### src/hdl/nes_bus_pkg.sv
`default_nettype none

package nes_bus_pkg;

    // Work RAM and its mirrors
    localparam int ram_words = 2048;
    localparam logic [15:0] ram_base_end = 16'h2000;

    // PPU registers repeat every 8 bytes below this
    localparam logic [15:0] ppu_base_end = 16'h4000;

    localparam logic [15:0] oamdma_addr = 16'h4014;
    localparam logic [15:0] joypad1_addr = 16'h4016;

    // Cycles spent in each joypad pulse phase
    localparam int ctlr_pulse_len = 3;

    localparam int oam_dma_count = 256;

    typedef struct packed {
        logic [7:0] page;
        logic [7:0] offset;
    } bus_page_t;

    // Decoder reads the flat word, DMA builds page and offset
    typedef union packed {
        logic [15:0] flat;
        bus_page_t paged;
    } bus_addr_u;

    typedef struct packed {
        bus_addr_u addr;
        logic write;
        logic [7:0] wdata;
    } bus_req_t;

    typedef enum logic [2:0] {
        ppuctrl = 3'd0,
        ppumask = 3'd1,
        ppustatus = 3'd2,
        oamaddr = 3'd3,
        oamdata = 3'd4,
        ppuscroll = 3'd5,
        ppuaddr = 3'd6,
        ppudata = 3'd7
    } ppu_reg_t;

    typedef struct packed {
        logic en;
        logic write;
        ppu_reg_t sel;
        logic [7:0] wdata;
    } ppu_port_t;

endpackage

`default_nettype wire

### src/hdl/oam_dma.sv
`timescale 1ns/1ns
`default_nettype none

module oam_dma (
    input logic clock,
    input logic reset_n,

    input logic dma_start,
    input logic [7:0] dma_page,

    output logic req,
    output nes_bus_pkg::bus_req_t cmd,
    input logic ack,
    input logic [7:0] rdata,

    output logic busy
);

    typedef enum logic [1:0] {st_idle, st_req, st_drop} state_t;

    state_t state;
    logic is_write;
    logic last_byte;
    logic [7:0] page_q;
    logic [7:0] offset_q;
    logic [7:0] data_q;
    nes_bus_pkg::bus_addr_u src_addr;

    assign busy = (state != st_idle);
    assign req = (state == st_req);
    assign last_byte = offset_q == 8'(nes_bus_pkg::oam_dma_count - 1);

    always_comb begin
        src_addr.paged.page = page_q;
        src_addr.paged.offset = offset_q;
        cmd.addr = src_addr;
        // Writes always go to OAMDATA at 2004h
        if (is_write) begin
            cmd.addr.flat = {nes_bus_pkg::ram_base_end[15:3], nes_bus_pkg::oamdata};
        end
        cmd.write = is_write;
        cmd.wdata = data_q;
    end

    always_ff @(posedge clock or negedge reset_n) begin
        if (!reset_n) begin
            state <= st_idle;
            is_write <= 1'b0;
            offset_q <= 8'd0;
        end else begin
            case (state)
                st_idle: begin
                    if (dma_start) begin
                        offset_q <= 8'd0;
                        is_write <= 1'b0;
                        state <= st_req;
                    end
                end
                st_req: begin
                    if (ack) begin
                        state <= st_drop;
                    end
                end
                st_drop: begin
                    // Wait for ack to fall before the next transaction
                    if (!ack) begin
                        if (!is_write) begin
                            is_write <= 1'b1;
                            state <= st_req;
                        end else if (last_byte) begin
                            is_write <= 1'b0;
                            state <= st_idle;
                        end else begin
                            is_write <= 1'b0;
                            offset_q <= offset_q + 8'd1;
                            state <= st_req;
                        end
                    end
                end
                default: state <= st_idle;
            endcase
        end
    end

    always_ff @(posedge clock) begin
        if (state == st_idle && dma_start) begin
            page_q <= dma_page;
        end
        if (state == st_req && ack && !is_write) begin
            data_q <= rdata;
        end
    end

endmodule

`default_nettype wire

### config.mk
export PLATFORM = sky130hd
export DESIGN_NAME = oam_dma
export DESIGN_NICKNAME = d
export VERILOG_FILES = /design/src/hdl/nes_bus_pkg.sv /design/src/hdl/oam_dma.sv
export SDC_FILE = /design/constraint.sdc
export NUM_CORES = 1
export LEC_CHECK = 0
export BUFFER_PORTS_ARGS = -buffer_cell sky130_fd_sc_hd__buf_2
export CAP_MARGIN = 10
export CORE_AREA = 10 10 78 54
export DETAILED_ROUTE_END_ITERATION = 16
export DIE_AREA = 0 0 88 64
export PLACE_DENSITY = 0.75
export SYNTH_ARGS = -nofsm -noshare
export SYNTH_HDL_FRONTEND = slang
export SYNTH_SLANG_ARGS = --single-unit
### constraint.sdc
create_clock -name clock -period 2.4 [get_ports clock]
set_clock_uncertainty 0.1 [all_clocks]
set_input_delay 0 -clock clock [delete_from_list [all_inputs] [get_ports clock]]
set_output_delay 0 -clock clock [all_outputs]
set_load 0.005 [all_outputs]
; ---- Word-level counts from Yosys, hierarchy flattened
; Index checks and enable logic that the tools add are counted.
[totals]
in_bits = 20
register_bits = 27
output_inout_bits = 27
[op_classes]
mux = 16
reduce_logical = 10
addsub = 1
eq_ne = 8
[op_table]
columns = op, count
row1 = 2-to-1 mux 8 bit, 4
row2 = 2-to-1 mux 16 bit, 1
row3 = case mux 8 bit (2 select lines), 1
row4 = "adder 8 x 1 -> 8 bit, second input constant", 1
row5 = "== test 8 bit, second input constant", 1
row6 = "inequality test 2 bit, second input constant", 4
row7 = 2-to-1 mux 2 bit, 3
row8 = case mux 2 bit (3 select lines), 1
row9 = AND reduction 3 bit, 2
row10 = 2-to-1 mux 1 bit, 5
row11 = AND reduction 5 bit, 1
row12 = nonzero test 2 bit, 2
row13 = logical AND 1 bit, 3
row14 = "== test 2 x 1 -> 1 bit, second input constant", 1
row15 = "== test 2 bit, second input constant", 1
row16 = logical NOT 2 bit, 1
row17 = "inequality test 2 x 1 -> 1 bit, second input constant", 1
row18 = case mux 1 bit (2 select lines), 1
row19 = logical NOT 1 bit, 1

; ---- Longest topological paths before layout
; Gate-level depths: netlist (run 1).
[depth]
depth_word = 5
mapped_depth = 6
ltp_nobuf = 5

; ---- Worst setup path after synthesis (run 1)
; OpenSTA, ideal clock, no wires.
[synth_timing]
path_kind = register to register
start = register state[1]
end = register data_q[0], enable pin
period_less_slack_ns = 1.865
setup_ns = 0.385
required_time_ns = 1.915
t_arrival_ns = 1.379
setup_slack_ns = 0.535
path_buffers = 1
stages_incl_launch_ff = 4
path_cell_list = dfrtp_1 buf_6 nor2b_1 nor3b_1
[synth_between]
elab_chain_len = 3
[synth_rtl]
columns = item, line
row1 = "start, declared", oam_dma.sv:21  ; state_t state;
row2 = "start signal, assigned", oam_dma.sv:47  ; state <= st_idle;
row3 = "start signal, assigned", oam_dma.sv:56  ; state <= st_req;
row4 = "start signal, assigned", oam_dma.sv:61  ; state <= st_drop;
row5 = == test 2 x 1 -> 1 bit, -
row6 = via req, oam_dma.sv:11  ; output logic req,
row7 = logical AND 1 bit (2 in a row), oam_dma.sv:89  ; if (state == st_req && ack && !is_write) begin
row8 = "end signal, assigned", oam_dma.sv:90  ; data_q <= rdata;
row9 = "end, declared", oam_dma.sv:26  ; logic [7:0] data_q;
; The timed path passes the listed nets, and every way through them passes these cells.
; A chain may end at the register's enable or synchronous reset.

; ---- Final worst setup path (run 1)
[layout_timing]
start = register offset_q[0]
end = register offset_q[7]
[layout_between]
elab_chain_len = 5
[layout_rtl]
columns = item, line
row1 = "start, declared", oam_dma.sv:25  ; logic [7:0] offset_q;
row2 = "start signal, assigned", oam_dma.sv:75  ; offset_q <= offset_q + 8'd1;
row3 = adder 8 x 1 -> 8 bit, oam_dma.sv:75
row4 = 2-to-1 mux 8 bit, oam_dma.sv:70  ; end else if (last_byte) begin
row5 = 2-to-1 mux 8 bit, oam_dma.sv:67  ; if (!is_write) begin
row6 = 2-to-1 mux 8 bit, oam_dma.sv:66  ; if (!ack) begin
row7 = case mux 8 bit (2 select lines), oam_dma.sv:51  ; case (state)
; Parallel ways exist; a longest one is shown, timed or not. The select of a mux whose other input is x is not followed.

==> results of run 1 <==
## sequential cells by signal, indices dropped and copies added, names as in the netlist
name,count
data_q,8
offset_q,8
state,2
is_write,1
page_q,8
## Yosys cell counts (all sizes together)
cell type	instances	area share
o31ai	1	0.0059
edfxtp	16	0.37
nor3b	2	0.016
a21o	1	0.0059
a21oi	6	0.023
o21a	1	0.0059
nor3	2	0.0078
inv	5	0.015
o311ai	1	0.0068
or2	3	0.015
nand2b	1	0.0049
clkbuf	2	0.0059
mux2i	2	0.016
a22o	1	0.0068
and3	1	0.0049
o21ai	4	0.016
nor2b	14	0.068
nor2	8	0.029
a31oi	1	0.0049
mux2	1	0.012
a211o	1	0.0068
o2111ai	1	0.0068
o22ai	2	0.0098
nand4bb	1	0.0088
nand3	3	0.012
nor4	1	0.0049
dfrtp	11	0.21
nand2	5	0.015
ha	1	0.0098
nand4	1	0.0049
and2b	1	0.0059
and4bb	1	0.013
buf	4	0.027
a2bb2oi	1	0.0068
o211ai	2	0.012
## worst max-delay path, delay by kind of cell (launching register included)
| kind | cells | cell delay [ns] |
|---|---|---|
| and+or+nand+nor | 2 | 0.55 |
| DFF | 1 | 0.43 |
| AOI/OAI and AO/OA | 2 | 0.29 |
| adders and majority gates | 1 | 0.25 |
## cells in the final DEF, fill, tap and decap left out, drive strengths merged, types with 2 or more instances in the layout
cell type     n
o211ai        2
buf          49
dfrtp        11
inv           5
nor3b         2
nand3         3
o22ai         2
clkbuf        3
or2           3
nor2          8
mux2i         2
nor2b        14
dlygate4sd3  19
a21oi         6
o21ai         4
nand2         5
edfxtp       16
nor3          2
## cells by family after synthesis
family / after synthesis / share of synthesized area
and+or+nand+nor: 44 / 0.2088
DFF: 27 / 0.5893
AOI/OAI and AO/OA: 23 / 0.1171
buffers and inverters: 11 / 0.04781
muxes: 3 / 0.02731
adders and majority gates: 1 / 0.009755
## area by class of cell
type / instances / area (um^2) / area share
clock buffer: 3 / 41.29 / 0.02331
clock inverter: 1 / 5.005 / 0.002825
inverter: 5 / 18.77 / 0.01059
multi-input combinational: 71 / 465.4 / 0.2627
sequential: 27 / 755.7 / 0.4266
tap: 34 / 42.54 / 0.02401
timing repair buffer: 68 / 442.9 / 0.2500
## layer usage
metal | share of wire | global-route usage | wire, um
met1 | 0.41 | 0.1465 | 1376
met2 | 0.49 | 0.2038 | 1644
met3 | 0.089 | 0.05949 | 297
met4 | 0.0036 | 0.01587 | 12
met5 | 0 | 0 | 0
## stage by stage
| step | instances | util |
|---|---|---|
| global placement | 186 | 0.5565 |
| floorplan | 109 | - |
| detailed placement | 186 | 0.5565 |
| CTS | 209 | 0.6422 |
| global route | 209 | 0.6422 |
| finish | 209 | 0.6422 |
## power by group through the flow
stage          logic (W)  registers (W)  clock network [W]
2_1_floorplan   0.000282       0.000620                  0
5_1_grt         0.000504       0.000647           0.000283
3_3_place_gp    0.000418       0.000636                  0
6_report        0.000447       0.000634           0.000256
4_1_cts         0.000452       0.000633           0.000265
3_5_place_dp    0.000424       0.000643                  0
## path summary, 6_finish.rpt
| check | to | cells past startpoint |
|---|---|---|
| setup / recovery | offset_q[7]$_DFFE_PN0P_ | 5 |
| hold / removal | offset_q[2]$_DFFE_PN0P_ | 2 |
| setup reg to reg | offset_q[7]$_DFFE_PN0P_ | 5 |
| hold reg to reg | offset_q[2]$_DFFE_PN0P_ | 1 |
| max in group asynchronous | state[0]$_DFFE_PN0P_ | 2 |
| min in group clock | page_q[2]$_DFFE_PP_ | 2 |
## repair_timing
action	CTS	global route
hold buffers	19	0
endpoints found under the hold margin	30	0
setup buffers	0	0
==> qor.yml, run 1 <==
hold_slack_ns: 0.02581
worst-setup-path-type: "register to register"
via_count: 1077
cap_violations: 0
cts_root_buf: "clkbuf_8"
finalSetupViolCount: 0
p_leak_nw: 0.8046
clk_pin_slew_ns: 0.09
antenna_found_initial: 0
finalMaxSlewViolations: 0
ys_seq_elements: 27
max_freq_ghz: 0.5808
status: "finished, final reports clean"
pre_cts_ws_ns: 0.6920
final_min_period_over_clock_period: 0.7174
htreeDepth: 1
clock_sinks: 27
synth_area_um2: 1282
switching_power_w: 0.0004307
num_antenna_cells: 0
syn-num-nets: 130
hold_viol_final: 0
synth_cells: 109
gp_congestion: 0.8984
stdcell_area_um2: 1772
rows: 15
power_w: 0.001337
viasPerCell: 5.153
vdd_drop_max_mv: 0.4934
area_growth_pct: 38.15
cts_tree: "built"
overflow: 0
arrival_ns: 1.78
crit_chain: "ha_1 > and3_1 > nor4_1 > a2bb2oi_1 > o31ai_1"
sw_frac_of_total: 0.3222
ys_seq_area_frac: 0.5893
wl_per_cell_um: 15.93
rsz0062_at_grt: "false"
die_h_um: 64
rrSetupSlack_ns: 0.68
maxSlewHeadroom: 0.7811
drc: 0
drt_iter0_drc: 193
syn_area_per_cell_um2: 11.77
postRouteAntennaNets: 0
p_int_w: 0.0009061
start_kind: "register"
grt_pass1_vias: 1185
place_hpwl_mm: 2.350
crit_required_ns: 2.46
fin_tns_setup_ns: 0
pwr-share-seq: 0.474
die_area_um2: 5632
place_area_um2: 1535
fillers: 209
critPathMaxStageDelay_ns: 0.43
yosysWarnings: 0
wl_mm: 3.330
clk-insertion-delay-late_ns: 0.27
r2r-start: "offset_q[0]$_DFFE_PN0P_"
grt_max_degree: 24
first_pass_iters: 4
post_cts_resized: 0
setup_ws_ns: 0.6782
io_buffers: 46
slowest_stage: "dfrtp_1"
cts_inserted_buffers: 3
initial_core_util: 0.4649
synth.distinct_cells: 39
combPwrFrac: 0.334
die_w_um: 88
fin_crit_ns: 1.722
tightest_slew_ns: 0.3272
drive_gt1_frac: 0.3429
pin_count: 47
gr-usage-all-layers: 0.1238
power_density_nw_per_um2: 754.5
crit_path_end_kind: "register"
cp-startpoint: "offset_q[0]$_DFFE_PN0P_"
hold_class: "input pin to async pin"
clockPowerShare: 0.191
nNetsFinal: 197
grt_first_pass_wirelength_mm: 5.747
worstPathMaxFanout: 5
clockBufferDepth: 2
coreArea_um2: 2759
No activity file was read; power rests on OpenSTA's default activity.
==> run 2: changes to the inputs <==
--- a/config.mk
+++ b/config.mk
@@ -5,12 +5,13 @@
 export SDC_FILE = /design/constraint.sdc
 export NUM_CORES = 1
 export LEC_CHECK = 0
+export ABC_AREA = 1
 export BUFFER_PORTS_ARGS = -buffer_cell sky130_fd_sc_hd__buf_2
 export CAP_MARGIN = 10
-export CORE_AREA = 10 10 78 54
+export CORE_AREA = 10 10 83 56
 export DETAILED_ROUTE_END_ITERATION = 16
-export DIE_AREA = 0 0 88 64
-export PLACE_DENSITY = 0.75
+export DIE_AREA = 0 0 93 66
+export PLACE_DENSITY = 0.73
 export SYNTH_ARGS = -nofsm -noshare
 export SYNTH_HDL_FRONTEND = slang
 export SYNTH_SLANG_ARGS = --single-unit
==> constraint.sdc (replaced) <==
create_clock -name clock -period 1.5 [get_ports clock]
set_clock_uncertainty 0.1 [all_clocks]
set_input_delay 0 -clock clock [delete_from_list [all_inputs] [get_ports clock]]
set_output_delay 0 -clock clock [all_outputs]
set_load 0.005 [all_outputs]
==> run 2 against run 1 <==
Critical path type unchanged. Die area increased by 9.0%. Via count increased by 8.5%. Sequential power increased by 62%. Total power increased by 81%. Wire length increased by 6.3%. Largest cell class unchanged. Worst setup slack got worse by 0.66 ns. Count of clock-buffer cells in the layout unchanged. Utilization decreased by 2.4 points. Area after synthesis increased by 5.3%.
==> qor.yml, run 2 <==
status: "finished, final reports clean"
synth_cells: 139
final_cell_mix: "buf_2 (46), nand2_1 (23), nor2_1 (22)"
critPathMaxStageDelay_ns: 0.47
worstPathMaxFanout: 8
hold_viol_final: 0
ys_top_cells_by_area: "edfxtp_1 (36%), dfrtp_1 (20%), nand2_1 (6.4%), nor2_1 (6.4%), inv_1 (5.3%)"
clock_sinks: 27
drt_iter0_drc: 52
gr-usage-all-layers: 0.1096
final_common_cell: "buf_2"
wl_per_cell_um: 13.62
viasPerCell: 4.496
num_antenna_cells: 0
die_h_um: 66
yosysTopAreaCell: "edfxtp_1"
wl_mm: 3.541
synth_area_um2: 1350
grt_pass1_vias: 1073
io_buffers: 46
cts_root_buf: "clkbuf_8"
ys_async_sr_fraction: 0.4074
max_freq_ghz: 0.6762
synth-main-ff-cell: "edfxtp_1"
first_pass_iters: 4
arrival_ns: 1.32
die_area_um2: 6138
postRouteAntennaNets: 0
gp_congestion: 0.7495
drive_gt1_frac: 0.4186
hold_class: "input pin to async pin"
drc: 0
netlist_top_cells_count: "nand2_1 (23), nor2_1 (23), inv_1 (19), edfxtp_1 (16), dfrtp_1 (11)"
vdd_drop_max_mv: 0.9890
clk-insertion-delay-late_ns: 0.27
initial_core_util: 0.4268
maxSlewHeadroom: 0.7840
start_kind: "register"
area_growth_pct: 44.95
final_min_period_over_clock_period: 0.9859
place_hpwl_mm: 2.501
coreArea_um2: 3163
pin_count: 47
slowest_stage: "dfrtp_2"
antenna_found_initial: 0
ys_seq_elements: 27
via_count: 1169
syn-num-nets: 160
synth_edf_count: 16
cts_inserted_buffers: 3
cap_violations: 0
nNetsFinal: 237
tightest_slew_ns: 0.3237
die_w_um: 93
finalMaxSlewViolations: 0
synth.distinct_cells: 26
yosysWarnings: 0
yosys.area.top_type_share: 0.3559
syn_area_per_cell_um2: 9.713
clockBufferDepth: 2
clk_pin_slew_ns: 0.09
grt_max_degree: 20
rsz0062_at_grt: "true"
grt_first_pass_wirelength_mm: 5.416
cts_tree: "built"
htreeDepth: 1
worst-setup-path-type: "register to register"
ys_seq_area_frac: 0.5598
cts_setup_buffers: 0
fin_util: 0.6187
crit_required_ns: 1.34
rows: 16
top_regs: "data_q (8), offset_q (8), page_q (8)"
crit_path_end_kind: "register"
p_leak_nw: 0.9096
crit_chain: "nor2_1 > nand2_2 > inv_1"
overflow: 0
power_density_nw_per_um2: 1236
finalSetupViolCount: 0
power_w: 0.002420
fin_crit_ns: 1.479
[run 2: changes by cell type in the layout (fill, tap and decap cells not counted), moves of 3 or more]
cell,delta
nand3_1,+4
nor2_1,+15
o21ai_2,+5
nand2_1,+18
a21oi_1,-4
nand2_2,+7
nor2b_1,-14
inv_1,+14
buf_4,+8
nand3_4,+3
[run 2: metal layers]
metal / vias to the layer above / part of all wire / global-route usage
met3: 6 / 0.075 / 0.03515
met4: 0 / 0.016 / 0.03640
met5: - / 0 / 0
met2: 46 / 0.46 / 0.1733
met1: 523 / 0.45 / 0.1386
li1: 594 / - / -
[run 2: layout make-up]
class / instances / area, um^2
clock buffer: 3 / 41.29
timing repair buffer: 75 / 493.0
multi-input combinational: 88 / 524.3
fill: 257 / 1206
tap: 45 / 56.30
inverter: 21 / 78.83
clock inverter: 1 / 5.005
sequential: 27 / 758.2
[run 2: power by group]
part	internal [W]	total, W	switching [W]
sequential	0.000936	0.00103	0.0000927
combinational	0.000407	0.000989	0.000583
clock	0.000186	0.000401	0.000216
total	0.00153	0.00242	0.000891
[run 2: worst paths after layout]
| kind | start | endpoint | slack [ns] | cells past startpoint |
|---|---|---|---|---|
| max | state[1]$_DFFE_PN0P_ | page_q[2]$_DFFE_PP_ | 0.02 | 3 |
| min | reset_n | offset_q[1]$_DFFE_PN0P_ | 0.04 | 2 |
| max reg2reg | state[1]$_DFFE_PN0P_ | page_q[2]$_DFFE_PP_ | 0.02 | 3 |
| min reg2reg | offset_q[3]$_DFFE_PN0P_ | offset_q[3]$_DFFE_PN0P_ | 0.45 | 2 |
| max in group asynchronous | reset_n | state[0]$_DFFE_PN0P_ | 1.02 | 2 |
| min in group clock | dma_start | state[0]$_DFFE_PN0P_ | 0.09 | 5 |
[run 2: cell families (layout without fill, tap and decap cells)]
family                     Yosys count  count (layout)  synth area share
AOI/OAI and AO/OA                   14              14           0.06766
and+or+nand+nor                     72              73            0.2790
adders and majority gates            1               1          0.009266
buffers and inverters               25             100           0.08435
DFF                                 27              27            0.5598
[run 2: per-stage QoR]
step | cell area, um^2 | hold WS (ns) | std cells | setup WS (ns) | setup TNS (ns)
final | 1957 | 0.03929 | 260 | 0.02112 | 0
after global routing | 1957 | 0.03673 | 260 | -0.03007 | -0.2107
after CTS | 1923 | 0.04452 | 259 | 0.01438 | 0
after detailed placement | 1695 | -0.2112 | 237 | -0.02237 | -0.1539
after global placement | 1695 | -0.2087 | 237 | 0.02141 | 0
after floorplan | 1361 | -0.3956 | 139 | 0.05517 | 0
[run 2: repair_timing]
action | 4_1_cts | 5_1_grt
hold buffers | 18 | 0
endpoints found under the hold margin | 29 | 0
cloned | 0 | 1
pin swaps | 0 | 1
endpoints found under the setup margin | 9 | 24
resized for setup | 1 | 5
[run 2: worst max-delay path: cells and delay by family, from the launching register on]
| kind | cells | cell delay, ns |
|---|---|---|
| DFF | 1 | 0.47 |
| and+or+nand+nor | 2 | 0.31 |
| buffers and inverters | 1 | 0.27 |
==> run 3: changes to the inputs <==
--- a/config.mk
+++ b/config.mk
@@ -11,6 +11,7 @@
 export CORE_AREA = 10 10 83 56
 export DETAILED_ROUTE_END_ITERATION = 16
 export DIE_AREA = 0 0 93 66
+export MAX_ROUTING_LAYER = met4
 export PLACE_DENSITY = 0.73
 export SYNTH_ARGS = -nofsm -noshare
 export SYNTH_HDL_FRONTEND = slang
==> run 3 against run 2 <==
Clock power about the same. Critical path depth unchanged. Via count decreased by 0.51%. Worst setup slack hardly changed. Largest cell class unchanged.
==> qor.yml, run 3 (synthesis results as in run 2) <==
hold_class: "input pin to async pin"
final_min_period_over_clock_period: 0.9862
grt_first_pass_wirelength_mm: 5.402
die_h_um: 66
clk_pin_slew_ns: 0.09
gr-usage-all-layers: 0.1126
reg2reg_to: "page_q[2]$_DFFE_PP_"
clk-insertion-delay-late_ns: 0.27
drt_iter0_drc: 53
max_freq_ghz: 0.6760
crit_required_ns: 1.34
slowest_stage: "dfrtp_2"
p_leak_nw: 0.9096
ff2ff_path_depth: 3
cts_inserted_buffers: 3
grt_max_degree: 20
drive_gt1_frac: 0.4186
multiInputGateArea_um2: 524.3
hold_viol_final: 0
postRouteAntennaNets: 0
wl_per_cell_um: 13.61
area_growth_pct: 44.95
worstPathMaxFanout: 8
finalSetupViolCount: 0
vdd_drop_max_mv: 0.9881
worst-setup-path-type: "register to register"
ff_latch_area_um2: 758.2
place_inst: 237
first_pass_iters: 4
die_area_um2: 6138
num_antenna_cells: 0
crit_chain: "nor2_1 > nand2_2 > inv_1"
power_w: 0.002421
pin_count: 47
gp_congestion: 0.7590
maxSlewHeadroom: 0.7822
hold_slack_ns: 0.04132
cts_setup_buffers: 0
final_common_cell: "buf_2"
via_count: 1163
die_w_um: 93
critPathMaxStageDelay_ns: 0.47
htreeDepth: 1
clock_sinks: 27
final_cells: 260
arrival_ns: 1.32
initial_core_util: 0.4268
place_hpwl_mm: 2.501
r2r-start: "state[1]$_DFFE_PN0P_"
crit_path_end_kind: "register"
top_regs: "data_q (8), offset_q (8), page_q (8)"
fillers: 257
rsz0062_at_grt: "true"
nNetsFinal: 237
io_buffers: 46
rrSetupSlack_ns: 0.02
fin_crit_ns: 1.479
clockBufferDepth: 2
coreArea_um2: 3163
final_cell_mix: "buf_2 (46), nand2_1 (23), nor2_1 (22)"
start_kind: "register"
cts_tree: "built"
status: "finished, final reports clean"
cts_root_buf: "clkbuf_8"
overflow: 0
grt_pass1_vias: 1079
drc: 0
fin_util: 0.6187
endpoint: "page_q[2]$_DFFE_PP_"
antenna_found_initial: 0
cap_violations: 0
rows: 16
tightest_slew_ns: 0.3264
wl_mm: 3.538
viasPerCell: 4.473
cp-startpoint: "state[1]$_DFFE_PN0P_"
power_density_nw_per_um2: 1237
finalMaxSlewViolations: 0
[run 3: cell counts in the layout (fill, tap and decap cells not counted)]
No cell type changed its count.
[run 3: through the flow]
step / instance area (um^2) / setup TNS (ns) / worst slack (ns)
after floorplan: 1361 / 0 / 0.05517
after global placement: 1695 / 0 / 0.02141
after detailed placement: 1695 / -0.1539 / -0.02237
after CTS: 1923 / 0 / 0.01438
after global routing: 1957 / -0.2107 / -0.03007
final: 1957 / 0 / 0.02069
[run 3: how the worst min path moves through the flow]
stage                                          to  slack [ns]  cells past startpoint
after detailed placement  offset_q[1]$_DFFE_PN0P_       -0.21                      1
after global routing      offset_q[3]$_DFFE_PN0P_        0.04                      2
after global placement    offset_q[1]$_DFFE_PN0P_       -0.21                      1
after floorplan              is_write$_DFFE_PN0P_       -0.40                      0
final                     offset_q[1]$_DFFE_PN0P_        0.04                      2
after CTS                 offset_q[3]$_DFFE_PN0P_        0.04                      2
[run 3: cell type report]
class	count	area share
flip-flops and latches	27	0.3875
multi-input cells	88	0.2679
repair buffers	75	0.2519
inverters	21	0.04028
well taps	45	0.02877
clock buffers	3	0.02110
clock inverters	1	0.002558
[run 3: critical path: cells and delay by family, from the launching register on]
family	cells	cell delay, ns
buffers and inverters	1	0.27
flip-flops	1	0.47
AND/OR/NAND/NOR	2	0.31
[run 3: power breakdown]
part | switching, W | total (W) | internal [W]
Clock | 0.000214 | 0.000399 | 0.000186
Sequential | 0.0000931 | 0.00103 | 0.000936
Combinational | 0.000585 | 0.000992 | 0.000407
[run 3: metal layers]
metal,share of wire,vias up,track usage
met5,0,-,-
met4,0.018,0,0.03640
met3,0.060,6,0.03061
met2,0.46,42,0.1751
met1,0.46,522,0.1393
li1,-,593,-
[run 3: what timing repair did]
action	in CTS	in global routing
setup endpoints to repair	9	24
resized for setup	1	5
endpoints found under the hold margin	29	0
pin swaps	0	1
hold buffers	18	0
cloned	0	1
