## src/hdl/nes_bus_pkg.sv

```systemverilog
`default_nettype none

package nes_bus_pkg;

    // Work RAM and its mirrors
    localparam int ram_words = 2048;
    localparam logic [15:0] ram_base_end = 16'h2000;

    // PPU registers repeat every 8 bytes below this
    localparam logic [15:0] ppu_base_end = 16'h4000;

    localparam logic [15:0] oamdma_addr = 16'h4014;
    localparam logic [15:0] joypad1_addr = 16'h4016;

    // Cycles spent in each joypad pulse phase
    localparam int ctlr_pulse_len = 3;

    localparam int oam_dma_count = 256;

    typedef struct packed {
        logic [7:0] page;
        logic [7:0] offset;
    } bus_page_t;

    // Decoder reads the flat word, DMA builds page and offset
    typedef union packed {
        logic [15:0] flat;
        bus_page_t paged;
    } bus_addr_u;

    typedef struct packed {
        bus_addr_u addr;
        logic write;
        logic [7:0] wdata;
    } bus_req_t;

    typedef enum logic [2:0] {
        ppuctrl = 3'd0,
        ppumask = 3'd1,
        ppustatus = 3'd2,
        oamaddr = 3'd3,
        oamdata = 3'd4,
        ppuscroll = 3'd5,
        ppuaddr = 3'd6,
        ppudata = 3'd7
    } ppu_reg_t;

    typedef struct packed {
        logic en;
        logic write;
        ppu_reg_t sel;
        logic [7:0] wdata;
    } ppu_port_t;

endpackage

`default_nettype wire

```

## src/hdl/bus_arbiter.sv

```systemverilog
`timescale 1ns/1ns
`default_nettype none

module bus_arbiter (
    input logic clock,
    input logic reset_n,

    input logic cpu_req,
    input nes_bus_pkg::bus_req_t cpu_cmd,
    output logic cpu_ack,
    output logic [7:0] cpu_rdata,

    input logic dma_req,
    input nes_bus_pkg::bus_req_t dma_cmd,
    output logic dma_ack,
    output logic [7:0] dma_rdata,

    output nes_bus_pkg::bus_req_t mem_cmd,
    output logic mem_strobe,
    input logic [7:0] mem_rdata
);

    typedef enum logic [1:0] {st_idle, st_access, st_respond, st_release} state_t;

    state_t state;
    logic grant_dma;
    logic dma_hold;
    logic ack_q;
    logic granted_req;
    logic [7:0] rdata_q;

    assign granted_req = grant_dma ? dma_req : cpu_req;
    assign mem_cmd = grant_dma ? dma_cmd : cpu_cmd;
    assign mem_strobe = (state == st_access);

    assign cpu_ack = ack_q && !grant_dma;
    assign dma_ack = ack_q && grant_dma;
    assign cpu_rdata = rdata_q;
    assign dma_rdata = rdata_q;

    always_ff @(posedge clock or negedge reset_n) begin
        if (!reset_n) begin
            state <= st_idle;
            grant_dma <= 1'b0;
            dma_hold <= 1'b0;
            ack_q <= 1'b0;
        end else begin
            case (state)
                st_idle: begin
                    // DMA re-requests one cycle after its ack falls, keep the slot for it
                    dma_hold <= 1'b0;
                    if (dma_req) begin
                        grant_dma <= 1'b1;
                        state <= st_access;
                    end else if (cpu_req && !dma_hold) begin
                        grant_dma <= 1'b0;
                        state <= st_access;
                    end
                end
                st_access: begin
                    state <= st_respond;
                end
                st_respond: begin
                    ack_q <= 1'b1;
                    state <= st_release;
                end
                st_release: begin
                    if (!granted_req) begin
                        ack_q <= 1'b0;
                        dma_hold <= grant_dma;
                        state <= st_idle;
                    end
                end
                default: begin
                    state <= st_idle;
                end
            endcase
        end
    end

    // Read data from the memory map lands one cycle after the strobe
    always_ff @(posedge clock) begin
        if (state == st_respond) begin
            rdata_q <= mem_rdata;
        end
    end

endmodule

`default_nettype wire

```

## config.mk

```make
export PLATFORM = sky130hd
export DESIGN_NAME = bus_arbiter
export DESIGN_NICKNAME = d
export VERILOG_FILES = /design/src/hdl/nes_bus_pkg.sv /design/src/hdl/bus_arbiter.sv
export SDC_FILE = /design/constraint.sdc
export NUM_CORES = 1
export LEC_CHECK = 0
export ABC_CLOCK_PERIOD_IN_PS = 2200
export BUFFER_PORTS_ARGS = -buffer_cell sky130_fd_sc_hd__buf_2
export CORE_ASPECT_RATIO = 0.7
export CORE_MARGIN = 2
export CORE_UTILIZATION = 35
export DETAILED_ROUTE_END_ITERATION = 12
export PLACE_DENSITY = 0.91
export SLEW_MARGIN = 20
export SYNTH_ARGS = -nofsm -noshare
export SYNTH_HDL_FRONTEND = slang
export SYNTH_SLANG_ARGS = --single-unit
export TNS_END_PERCENT = 50
```

## constraint.sdc

```tcl
create_clock -name clock -period 2.2 [get_ports clock]
set_input_delay 0.11 -clock clock [delete_from_list [all_inputs] [get_ports clock]]
set_output_delay 0.11 -clock clock [all_outputs]
set_load 0.005 [all_outputs]
```

# [Yosys cells after proc, flatten, opt, wreduce, memory -nomap -nowiden]
# Index checks and enable logic that the tools add are counted.
[classes] eq_ne=5 n_mux=12 n_reduce_logical=13
[ops] cell="$mux W25" count=1
[ops] cell="$pmux W2 S4" count=1
[ops] cell="$reduce_and A2 Y1" count=4
[ops] cell="$mux W2" count=3
[ops] cell="$reduce_bool A2 Y1" count=3
[ops] cell="$mux W1" count=5
[ops] cell="$eq A2 B2 Y1 const B" count=2
[ops] cell="$pmux W1 S2" count=2
[ops] cell="$logic_and A1 B1 Y1" count=3
[ops] cell="$ne A3 B3 Y1 const B" count=1
[ops] cell="$eq A2 B1 Y1 const B" count=1
[ops] cell="$logic_not A1 Y1" count=2
[ops] cell="$logic_not A2 Y1" count=1
[ops] cell="$ne A2 B2 Y1 const B" count=1
[totals] reg_bits=13 output_inout_bits=44 elab_cells=35

# [Depth between registers and ports, before layout]
# Gate-level depths: netlist (run 1).
[depth] ltp_word=5 ltp_mapped=5

# [Least setup slack after synthesis (run 1)]
# Ideal clock, no wire load.
[synth_path] kind="register to register" startpoint="register state[0]" endpoint="register state[1]" arrival_ns=1.203 setup_slack_ns=0.869 stages_incl_launch_ff=5 n_path_buf=0 cell_sequence="dfrtp_1 inv_1 ha_1 a32oi_2 mux2_1"
[synth_via] elab_chain_len=3
[synth_rtl] element="start: declaration" line_no="bus_arbiter.sv:25" source="state_t state;"
[synth_rtl] element="start signal: assignment" line_no="bus_arbiter.sv:43" source="state <= st_idle;"
[synth_rtl] element="start signal: assignment" line_no="bus_arbiter.sv:54" source="state <= st_access;"
[synth_rtl] element="start signal: assignment" line_no="bus_arbiter.sv:57" source="state <= st_access;"
[synth_rtl] element="$eq A2 B2 Y1 / $logic_not A2 Y1 (equally long branches)" line_no="bus_arbiter.sv:48" source="case (state)"
[synth_rtl] element="$ne A2 B2 Y1 (no line) / $ne A3 B3 Y1 (equally long branches)"
[synth_rtl] element="$reduce_and A2 Y1 (no line)"
# Several ways; a longest one is shown, not always the timed one.
# A chain may end at the register's enable or synchronous reset.

==> results of run 1 <==
worst paths after layout:
kind / from / to / depth (start not counted)
setup / recovery: grant_dma$_DFFE_PN0P_ / mem_cmd[2] / 3
hold / removal: mem_rdata[0] / cpu_rdata[0]$_DFFE_PP_ / 1
setup reg to reg: state[0]$_DFFE_PN0P_ / state[1]$_DFFE_PN0P_ / 4
hold reg to reg: ack_q$_DFFE_PN0P_ / ack_q$_DFFE_PN0P_ / 2
max in group asynchronous: reset_n / ack_q$_DFFE_PN0P_ / 2
min in group asynchronous: reset_n / state[0]$_DFFE_PN0P_ / 2
state kept, by name, indices dropped and copies added (netlist names):
| name | cells |
|---|---|
| dma_hold | 1 |
| grant_dma | 1 |
| state | 2 |
| cpu_rdata | 8 |
| ack_q | 1 |
stage by stage:
step	util (%)	cells	hold WS (ns)
detailed placement	57.24	205	-0.05925
floorplan	-	76	-0.1856
finish	59.45	210	0.04105
global route	59.45	210	0.03505
CTS	59.45	210	0.03683
global placement	57.24	205	-0.06514
synth_stat cells:
master | number | area share [%]
mux2_2 | 25 | 30
buf_4 | 9 | 7.3
edfxtp_1 | 8 | 26
dfrtp_1 | 5 | 13
ha_1 | 5 | 6.7
inv_1 | 3 | 1.2
nor2_1 | 3 | 1.2
buf_2 | 2 | 1.1
nand2_1 | 2 | 0.81
nand3_1 | 2 | 1.1
o21ai_0 | 2 | 1.1
a22o_1 | 1 | 0.94
a2bb2oi_1 | 1 | 0.94
a32oi_2 | 1 | 1.7
and2_1 | 1 | 0.67
mux2_1 | 1 | 1.2
mux2_4 | 1 | 1.6
nand2b_1 | 1 | 0.67
nand3b_1 | 1 | 0.81
nor2b_1 | 1 | 0.67
o211ai_1 | 1 | 0.81
power groups by stage:
stage,clock network (W),registers [W],logic (W)
CTS,0.000215,0.000440,0.000932
detailed placement,0,0.000445,0.000917
global route,0.000229,0.000453,0.00101
global placement,0,0.000433,0.000909
finish,0.000209,0.000437,0.000922
floorplan,0,0.000436,0.000619
layer usage:
metal	routed length [um]	track usage (%)	vias up
met2	1422	30.91	63
met5	0	0	-
met3	269	4.317	2
li1	-	-	465
met4	19	6.250	0
met1	995	18.40	428
critical path: stages (launching register included):
cell and delay (ns):
dfrtp_1 0.36, buf_4 0.34, mux2_2 0.39, buf_2 0.13
final cells by class:
type,instances,area share (%)
timing repair buffer,107,36.59
multi-input combinational,49,32.12
sequential,13,24.62
clock buffer,4,3.035
tap,34,2.867
inverter,3,0.7589
placed cells by master, fill, tap and decap left out:
cell           instances
a2bb2oi_1              1
mux2_1                 1
nand2_1                2
nand3b_1               1
inv_1                  3
nor2b_1                1
ha_1                   5
buf_2                105
clkbuf_8               3
dfrtp_1                5
mux2_2                25
and2_1                 1
a22o_1                 1
clkbuf_1               1
o211ai_1               1
nand3_1                2
o21ai_0                2
mux2_4                 1
buf_4                  1
edfxtp_1               8
dlygate4sd3_1          1
a32oi_2                1
nand2b_1               1
nor2_1                 3
kinds of logic (layout without fill, tap and decap cells):
| logic type | Yosys count | count (layout) | synth area share (%) |
|---|---|---|---|
| multiplexers | 27 | 27 | 33.06 |
| buffers and inverters | 14 | 114 | 9.542 |
| flip-flops | 13 | 13 | 39.25 |
| AND/OR/NAND/NOR | 11 | 11 | 5.916 |
| AO/OA/AOI/OAI | 6 | 6 | 5.512 |
| adder cells (fa/ha/maj) | 5 | 5 | 6.720 |
repair_timing:
action | 4_1_cts | 5_1_grt
setup buffers | 0 | 0
hold buffers | 1 | 0
hold endpoints to repair | 5 | 0
==> impl_results.md, run 1 <==
- CTS clk-pin slew, worst paths: 0.06 ns
- Final setup viols: 0
- Largest net degree at the start of global routing: 30
- Root buffer cell: clkbuf_8
- FMAX: roughly 640 MHz
- Reg power frac: 27.9%
- Crit path required time: approximately 2.1 ns
- Pwr Total: between 0.0015 and 0.002 W
- Initial antenna violation count: 0
- Post-route ant nets: 0
- Final instance area: around 1500 um2
- Placed wire-length estimate: ~2300 um
- Area growth, synth to finish: 59.41%
- Internal power: 0.001007 W
- Status: complete, no violations
- Footprint of the multi-input gates: roughly 480 um2
- H-tree depth: 1
- Die span in x: approximately 66 um
- MaxCap Viol Count: 0
- Critical path class: register to output pin
- GR Util All Layers: between 10% and 20%
- Crit. End Element: output pin
- Die area: 3095 um2
- Vias: approximately 960
- Logic pwr share: 58.8%
- Routability cong.: 0.7149
- Num rows: 15
- Wire length per cell: roughly 13 um
- Synthesized cell area: a little over 900 um2
- Flops & latches, synth: 13
- First-pass GRT wire length: ~3600 um
- Final Hold Fails: 0
- Pwr dens: approximately 1100 nW/um2
- Core footprint: around 2500 um2
- Final setup margin: 0.6280 ns
- # port buffers: about 110
- CP Launch Type: register
- 1st-pass router iterations: 4
- Clk buf depth: 2
- Post-DP Area: 1429 um2
- Final net count: 244
- Gr ovfl total: 0
- Sw power: 0.0005615 W
- CTS tree: done
- Fillers: between 200 and 250
- Post-Route WL: approximately 2700 um
- RSZ-0062 raised after global routing: false
- Hold WC Path Type: input port to register
- Num ports: 106
- Fin crit period: 1.572 ns
- Setup TNS: 0 ns
- Synth unique cells: 21
- TritonCTS sink count: 13
- Worst-Margin Slew: 0.4252 ns
- Number of buffers created by CTS: 3
- Share of total power in the clock network: between 10% and 20%
- Vias per cell: 4.562
- Syn nets: between 100 and 150
- Period utilization: between 70% and 80%
- Sequential fraction of the synthesis area: approximately two fifths
- Syn Area/Cell: ~12 um2
- Worst-Skew Late Latency: between 0.2 and 0.25 ns
- Die H: ~47 um
- Post-CTS sizing: 0
- Fraction of layout cells with a size suffix above 1: 77.27%
- FF+latch area: roughly 370 um2
- Ys Warns: 0
- R2R setup slack: between 0.7 and 0.8 ns
- Switching Fraction: between 30% and 40%
- DRC Markers: 0
- Worst Clk Skew: approximately 0.0063 ns
- Drt initial violations: 17
- VDD IR max: 0.5358 mV
- Pleak: just under 0.8 nW
- Number of diodes: 0
- Initial Utilization: a little under two fifths
- Max-slew violation count: 0
- Vias in the first global route: 809
- Cells after Synth: 76
- Worst Path Arrival: about 1.5 ns
- Pre-CTS worst setup slack: 0.7621 ns
- Relative slew slack: a little under three quarters
- Critical Path Fanout Max: 29
Power figures use the tool's default switching activity.
==> run 2, diff against run 1 <==
ABC_AREA = 1   (was not set)
ABC_CLOCK_PERIOD_IN_PS = 1500   (was 2200)
CORE_UTILIZATION = 34   (was 35)
PLACE_DENSITY = 0.88   (was 0.91)
clock period = 1.5 ns   (was 2.2 ns; I/O delays follow)
==> run 2 against run 1 <==
Effect of this change: sequential power rose by 44%; power rose by 59%; sequential share of layout area fell by 1.1 points; critical path depth rose by 2; core utilization fell by 2.8 points; die area rose by 6.4%; largest power group unchanged.
==> impl_results.md, run 2 <==
- Status: complete, no violations
- MaxCap Viol Count: 0 (unchanged)
- Worst Path Arrival: 1.28 ns (-0.18 ns)
- Area growth, synth to finish: 60.54%
- Ranking of synthesized cells by area: nand2_1, edfxtp_1, dfrtp_1
- Vias: 1183 (+23%)
- H-tree depth: 1 (unchanged)
- Core footprint: 2743 um2 (+9.9%)
- Period utilization: roughly nine tenths
- Post-CTS sizing: 0 (unchanged)
- Hold WC Path Type: input port to register
- CTS tree: done
- GR Util All Layers: 16.16% (-0.24 points)
- Worst Clk Skew: 0.004221 ns (-0.002115 ns)
- Sequential fraction of the synthesis area: 37.77% (-1.5 points)
- Pwr dens: 1609 nW/um2 (+52%)
- Crit path required time: 1.42 ns (-0.67 ns)
- Final Hold Fails: 0 (unchanged)
- CTS clk-pin slew, worst paths: 0.05 ns (about the same)
- Crit-path slowest cell: dfrtp_1
- Num rows: 16 (+1)
- Post-route ant nets: 0 (unchanged)
- R2R setup slack: 0.21 ns (-0.52 ns)
- Pleak: 0.9895 nW (+26%)
- Num ports: 106 (unchanged)
- Crit. End Element: output pin
- Fin crit period: around 1.4 ns
- Footprint of the multi-input gates: 470.5 um2 (-1.3%)
- Die area: 3294 um2 (+6.4%)
- Syn nets: 212 (+48%)
- Commonest non-fill, non-tap cell in the layout: buf_2
- TritonCTS sink count: 13 (unchanged)
- Most frequent cells in the layout: buf_2, nand2_1, inv_1
- WHS Path Cells: 1 (unchanged)
- Worst-Margin Slew: 0.2190 ns (-0.2062 ns)
- Top_reg_cell synth: edfxtp_1
- Worst-Skew Late Latency: 0.24 ns (about the same)
- Critical path class: register to output pin
- Commonest cells in the synthesized netlist: nand2_1, buf_4, inv_1
- Initial antenna violation count: 0 (unchanged)
- # port buffers: 105 (unchanged)
- Root buffer cell: clkbuf_8
- Final net count: 316 (+30%)
- Pre-CTS worst setup slack: 0.2223 ns (-0.5398 ns)
- Final setup margin: 0.1489 ns (-0.4791 ns)
- FF-to-FF End: state[0]$_DFFE_PN0P_
- Setup TNS: 0 ns (unchanged)
- Max-slew violation count: 0 (unchanged)
- DRC Markers: 0 (unchanged)
- Post-synth ARST share: 38.46% (unchanged)
- Placed wire-length estimate: 2142 um (-5.6%)
- Synth unique cells: 14 (-33%)
- EDFF count, synth: 8 (unchanged)
- Initial Utilization: 35.26% (-2.0 points)
- Flops & latches, synth: 13 (unchanged)
- Fillers: 285 (+30%)
- Number of diodes: 0 (unchanged)
- Drt initial violations: 54 (+37)
- Max FFs per register: 8 (unchanged)
- Gr ovfl total: 0 (unchanged)
- Critical Path Fanout Max: 20 (-31%)
- RSZ-0062 raised after global routing: false
- Post-CTS setup buffers: 0 (unchanged)
- Vias in the first global route: 999 (+23%)
- First-pass GRT wire length: 4160 um (+17%)
- Worst reg2reg path depth: 5 (+1)
- Yosys top cell area share: 34.93% (+4.7 points)
- Post-Route WL: 2598 um (-4.0%)
- FMAX: about 740 MHz
- FF+latch area: 365.4 um2 (unchanged)
- Routability cong.: 0.8180 (+14%)
- Wire length per cell: 9.148 um (-29%)
- Number of buffers created by CTS: 3 (unchanged)
- Vias per cell: 4.165 (-8.7%)
- Syn Area/Cell: 6.670 um2 (-46%)
- Cells after Synth: 145 (+91%)
- Ys Warns: 0 (unchanged)
- Clk buf depth: 2 (unchanged)
- Largest net degree at the start of global routing: 25 (-17%)
- Most numerous cell in the Yosys netlist: nand2_1
- Slowest stage delay, CP: 0.40 ns (about the same)
- Worst R2R Start: state[0]$_DFFE_PN0P_
- Fraction of layout cells with a size suffix above 1: 46.77% (-30 points)
- VDD IR max: 0.9034 mV (+69%)
- Die H: 48.63 um (+3.1%)
- Hold endpoint: cpu_rdata[7]$_DFFE_PP_
- 1st-pass router iterations: 4 (unchanged)
- Fin Hold WS: 0.008143 ns (-0.03291 ns)
- Most used cell, CP: nand2_1
- Die span in x: 67.75 um (+3.2%)
- Crit-path cells: inv_2 > buf_4 > nand2_1 > nand2_1 > buf_2
- Final setup viols: 0 (unchanged)
- Yosys top cell by area: nand2_1
- Relative slew slack: 85.40% (+14 points)
- Cts hold-fix bufs: 2 (+1)
- Hold_sp: mem_rdata[7]
- Synthesized cell area: 967.2 um2 (+3.9%)
- CP Launch Type: register
run 2: worst max-delay path, delay by kind of cell (launching register included):
family / cells / cell delay (ns)
DFF: 1 / 0.40
buffers and inverters: 3 / 0.48
and+or+nand+nor: 2 / 0.15
run 2: how the worst max path moves through the flow:
stage	endpoint	cells past startpoint	slack, ns	from
floorplan	state[0]$_DFFE_PN0P_	5	0.20	state[0]$_DFFE_PN0P_
global placement	state[0]$_DFFE_PN0P_	5	0.27	state[0]$_DFFE_PN0P_
detailed placement	state[0]$_DFFE_PN0P_	5	0.22	state[0]$_DFFE_PN0P_
CTS	mem_cmd[11]	5	0.14	grant_dma$_DFFE_PN0P_
global route	mem_cmd[11]	5	0.001	grant_dma$_DFFE_PN0P_
finish	mem_cmd[11]	5	0.15	grant_dma$_DFFE_PN0P_
run 2: logic make-up after synthesis:
logic type | count (synthesis) | share of synthesized area, %
AOI/OAI and AO/OA | 4 | 2.070
adders and majority gates | 5 | 6.468
buffers and inverters | 24 | 13.58
DFF | 13 | 37.77
and+or+nand+nor | 99 | 40.10
run 2: power breakdown:
part / switching (W) / internal (W)
combinational: 0.000853 / 0.000708
sequential: 0.0000880 / 0.000542
clock: 0.000120 / 0.000187
run 2: layout make-up:
| cell class | instances | area share (%) |
|---|---|---|
| multi-input cells | 108 | 30.30 |
| repair buffers | 112 | 37.71 |
| inverters | 11 | 2.659 |
| well taps | 36 | 2.901 |
| flip-flops and latches | 13 | 23.53 |
| clock buffers | 4 | 2.901 |
run 2: metrics by stage:
stage                     std cells  utilization (%)  instance area, um2  total power (W)
final                           284            56.62                1553         0.002498
after CTS                       283            56.25                1543         0.002534
after detailed placement        277            53.88                1478         0.002204
after global routing            284            56.62                1553         0.002813
after floorplan                 145                -               967.2         0.001621
after global placement          277            53.88                1478         0.002167
run 2: layer usage:
layer / GRT usage [%] / vias to the layer above / part of all wire, % / wire length (um)
met5: 0 / - / 0 / 0
met1: 19.53 / 498 / 43 / 1120
met3: 5.581 / 2 / 9.1 / 236
met2: 27.45 / 47 / 47 / 1228
li1: - / 636 / - / -
met4: 3.401 / 0 / 0.46 / 12
==> run 3, diff against run 2 <==
CELL_PAD_IN_SITES_DETAIL_PLACEMENT = 1   (was not set)
CELL_PAD_IN_SITES_GLOBAL_PLACEMENT = 1   (was not set)
CORE_UTILIZATION = 20   (was 34)
PLACE_DENSITY = 0.86   (was 0.88)
==> run 3 against run 2 <==
Effect of this change: flip-flop and latch count stayed put; sequential power is 2% higher; sequential share of layout area is 0.86 points lower; first-iteration DRC count is 70% lower; clock skew is 0.0038 ns lower; register-to-register slack worse by 0.05 ns; clock power is 5% higher; cell area is 3.8% higher; combinational power is 6% higher; via count is 5.6% higher; clock-buffer cell count stayed put; critical path type is now register to register; critical endpoint is now state[0]$_DFFE_PN0P_; largest power group unchanged.
==> impl_results.md, run 3 (same netlist as run 2, synthesis figures left out) <==
- H-tree depth: 1 (unchanged)
- Relative slew slack: 86.16% (+0.76 points)
- GR Util All Layers: 12.89% (-3.3 points)
- Critical path class: register to register
- FF-to-FF End: state[0]$_DFFE_PN0P_
- TritonCTS sink count: 13 (unchanged)
- Worst Clk Skew: 0.0004075 ns (-0.003814 ns)
- Fraction of layout cells with a size suffix above 1: 46.40% (-0.37 points)
- WHS Path Cells: 1 (unchanged)
- Number of diodes: 0 (unchanged)
- Die area: 5417 um2 (+64%)
- Area growth, synth to finish: 66.62%
- Hold_sp: mem_rdata[2]
- Die span in x: 87.12 um (+29%)
- Post-route ant nets: 0 (unchanged)
- CP delay by family, top: simple AND/OR/NAND/NOR gates
- Worst Path Arrival: 1.47 ns (+0.19 ns)
- MaxCap Viol Count: 0 (unchanged)
- Number of buffers created by CTS: 3 (unchanged)
- Root buffer cell: clkbuf_8
- DRC Markers: 0 (unchanged)
- Die H: 62.18 um (+28%)
- Worst-Margin Slew: 0.2074 ns (-0.01166 ns)
- Core footprint: 4730 um2 (+72%)
- Vias per cell: 4.068 (-2.3%)
- RSZ-0062 raised after global routing: false
- Vias in the first global route: 1259 (+26%)
- Pwr dens: 1623 nW/um2 (+0.88%)
- Final Hold Fails: 0 (unchanged)
- Gr ovfl total: 0 (unchanged)
- Slowest stage delay, CP: 0.43 ns (+0.03 ns)
- Drt initial violations: 16 (-70%)
- Initial antenna violation count: 0 (unchanged)
- Max-slew violation count: 0 (unchanged)
- Fin crit period: 1.337 ns (-0.01435 ns)
- Worst R2R Start: state[0]$_DFFE_PN0P_
- Hold WC Path Type: input port to register
- Internal power: 0.001479 W (+2.9%)
- Status: complete, no violations
- Period utilization: 89.12% (-0.96 points)
- Worst reg2reg path depth: 5 (unchanged)
- CP Launch Type: register
- Placed wire-length estimate: 2959 um (+38%)
- Switching Fraction: 43.44% (+0.98 points)
- Final net count: 318 (+0.63%)
- Pre-CTS worst setup slack: 0.1704 ns (-0.05198 ns)
- Clk buf depth: 2 (unchanged)
- Crit path required time: 1.64 ns (+0.22 ns)
- Reg power frac: 24.4% (-0.8 points)
- Critical Path Fanout Max: 5 (-75%)
- Routability cong.: 0.7749 (-5.3%)
- Sw power: 0.001136 W (+7.1%)
- Share of total power in the clock network: 12.3% (about the same)
- FMAX: 748.1 MHz (+1.1%)
- VDD IR max: 0.7391 mV (-18%)
- Hold endpoint: cpu_rdata[2]$_DFFE_PP_
- Final setup viols: 0 (unchanged)
- R2R setup slack: 0.16 ns (-0.05 ns)
- Crit path buffers/inverters: 1 (-2)
- CTS tree: done
- Num ports: 106 (unchanged)
- First-pass GRT wire length: 5485 um (+32%)
- 1st-pass router iterations: 4 (unchanged)
- Logic pwr share: 63.3% (+0.8 points)
- Setup TNS: 0 ns (unchanged)
- Pleak: 1.002 nW (+1.3%)
- Crit-path slowest cell: dfrtp_1
- Initial Utilization: 20.45% (-15 points)
- Crit-path cells: inv_1 > ha_1 > or2_2 > nand3_1 > nand2_1
- Num rows: 21 (+5)
- Max FFs per register: 8 (unchanged)
- Commonest non-fill, non-tap cell in the layout: buf_2
- # port buffers: 105 (unchanged)
- Crit. End Element: register
- Wire length per cell: 11.35 um (+24%)
- Most frequent cells in the layout: buf_2, nand2_1, inv_1
- Worst-Skew Late Latency: 0.24 ns (about the same)
- Vias: 1249 (+5.6%)
- Post-Route WL: 3483 um (+34%)
- CTS clk-pin slew, worst paths: 0.06 ns (about the same)
- Post-CTS setup buffers: 0 (unchanged)
- Final setup margin: 0.1632 ns (+0.01435 ns)
- Largest net degree at the start of global routing: 18 (-28%)
-- run 3: changes by cell type in the layout (fill, tap and decap cells not counted) --
cell           before  now
buf_4               4    3
buf_12              0    1
dlygate4sd3_1       3    5
-- run 3: routing by layer --
metal  GRT usage [%]  vias to the layer above  part of all wire (%)
met3           3.457                        7                   5.5
met4           4.615                        0                   1.8
met1           13.38                      566                    38
met2           24.43                       36                    54
met5               0                        -                     0
li1                -                      640                     -
-- run 3: area by class of cell --
cell class,instances,area [um2]
clock buffer,4,45.04
fill,637,3118
inverter,11,41.29
multi-input combinational,108,470.5
sequential,13,365.4
tap,57,71.32
timing repair buffer,114,618.1
-- run 3: worst max path at each step --
stage | from | to | slack, ns | cells after the start
finish | state[0]$_DFFE_PN0P_ | state[0]$_DFFE_PN0P_ | 0.16 | 5
global route | state[0]$_DFFE_PN0P_ | state[0]$_DFFE_PN0P_ | 0.08 | 5
CTS | state[0]$_DFFE_PN0P_ | state[0]$_DFFE_PN0P_ | 0.16 | 5
detailed placement | state[0]$_DFFE_PN0P_ | state[0]$_DFFE_PN0P_ | 0.17 | 5
global placement | state[0]$_DFFE_PN0P_ | state[0]$_DFFE_PN0P_ | 0.23 | 5
floorplan | state[0]$_DFFE_PN0P_ | state[0]$_DFFE_PN0P_ | 0.20 | 5
-- run 3: what timing repair did --
action,in CTS,in global routing
hold buffers,3,2
endpoints found under the hold margin,7,2
gates resized for setup,0,0
-- run 3: metrics by stage --
step | area [um2] | total power (W) | hold WS [ns] | cells | util [%]
after floorplan | 967.2 | 0.001621 | -0.2206 | 145 | -
after global placement | 1516 | 0.002262 | -0.09521 | 298 | 32.06
after detailed placement | 1516 | 0.002341 | -0.09399 | 298 | 32.06
after CTS | 1592 | 0.002675 | 0.0007616 | 305 | 33.65
after global routing | 1612 | 0.002909 | 0.001654 | 307 | 34.07
final | 1612 | 0.002616 | 0.008843 | 307 | 34.07
-- run 3: power by group through the flow --
stage / clock network, W / registers (W) / logic (W)
2_1_floorplan: 0 / 0.000642 / 0.000979
3_3_place_gp: 0 / 0.000631 / 0.00163
3_5_place_dp: 0 / 0.000651 / 0.00169
4_1_cts: 0.000331 / 0.000644 / 0.00170
5_1_grt: 0.000354 / 0.000664 / 0.00189
6_report: 0.000321 / 0.000640 / 0.00166
-- run 3: worst reg2reg max path: cells and delay by family (launching register included) --
kind,cells,cell delay [ns]
DFF,1,0.43
adders and majority gates,1,0.27
and+or+nand+nor,3,0.44
buffers and inverters,1,0.09
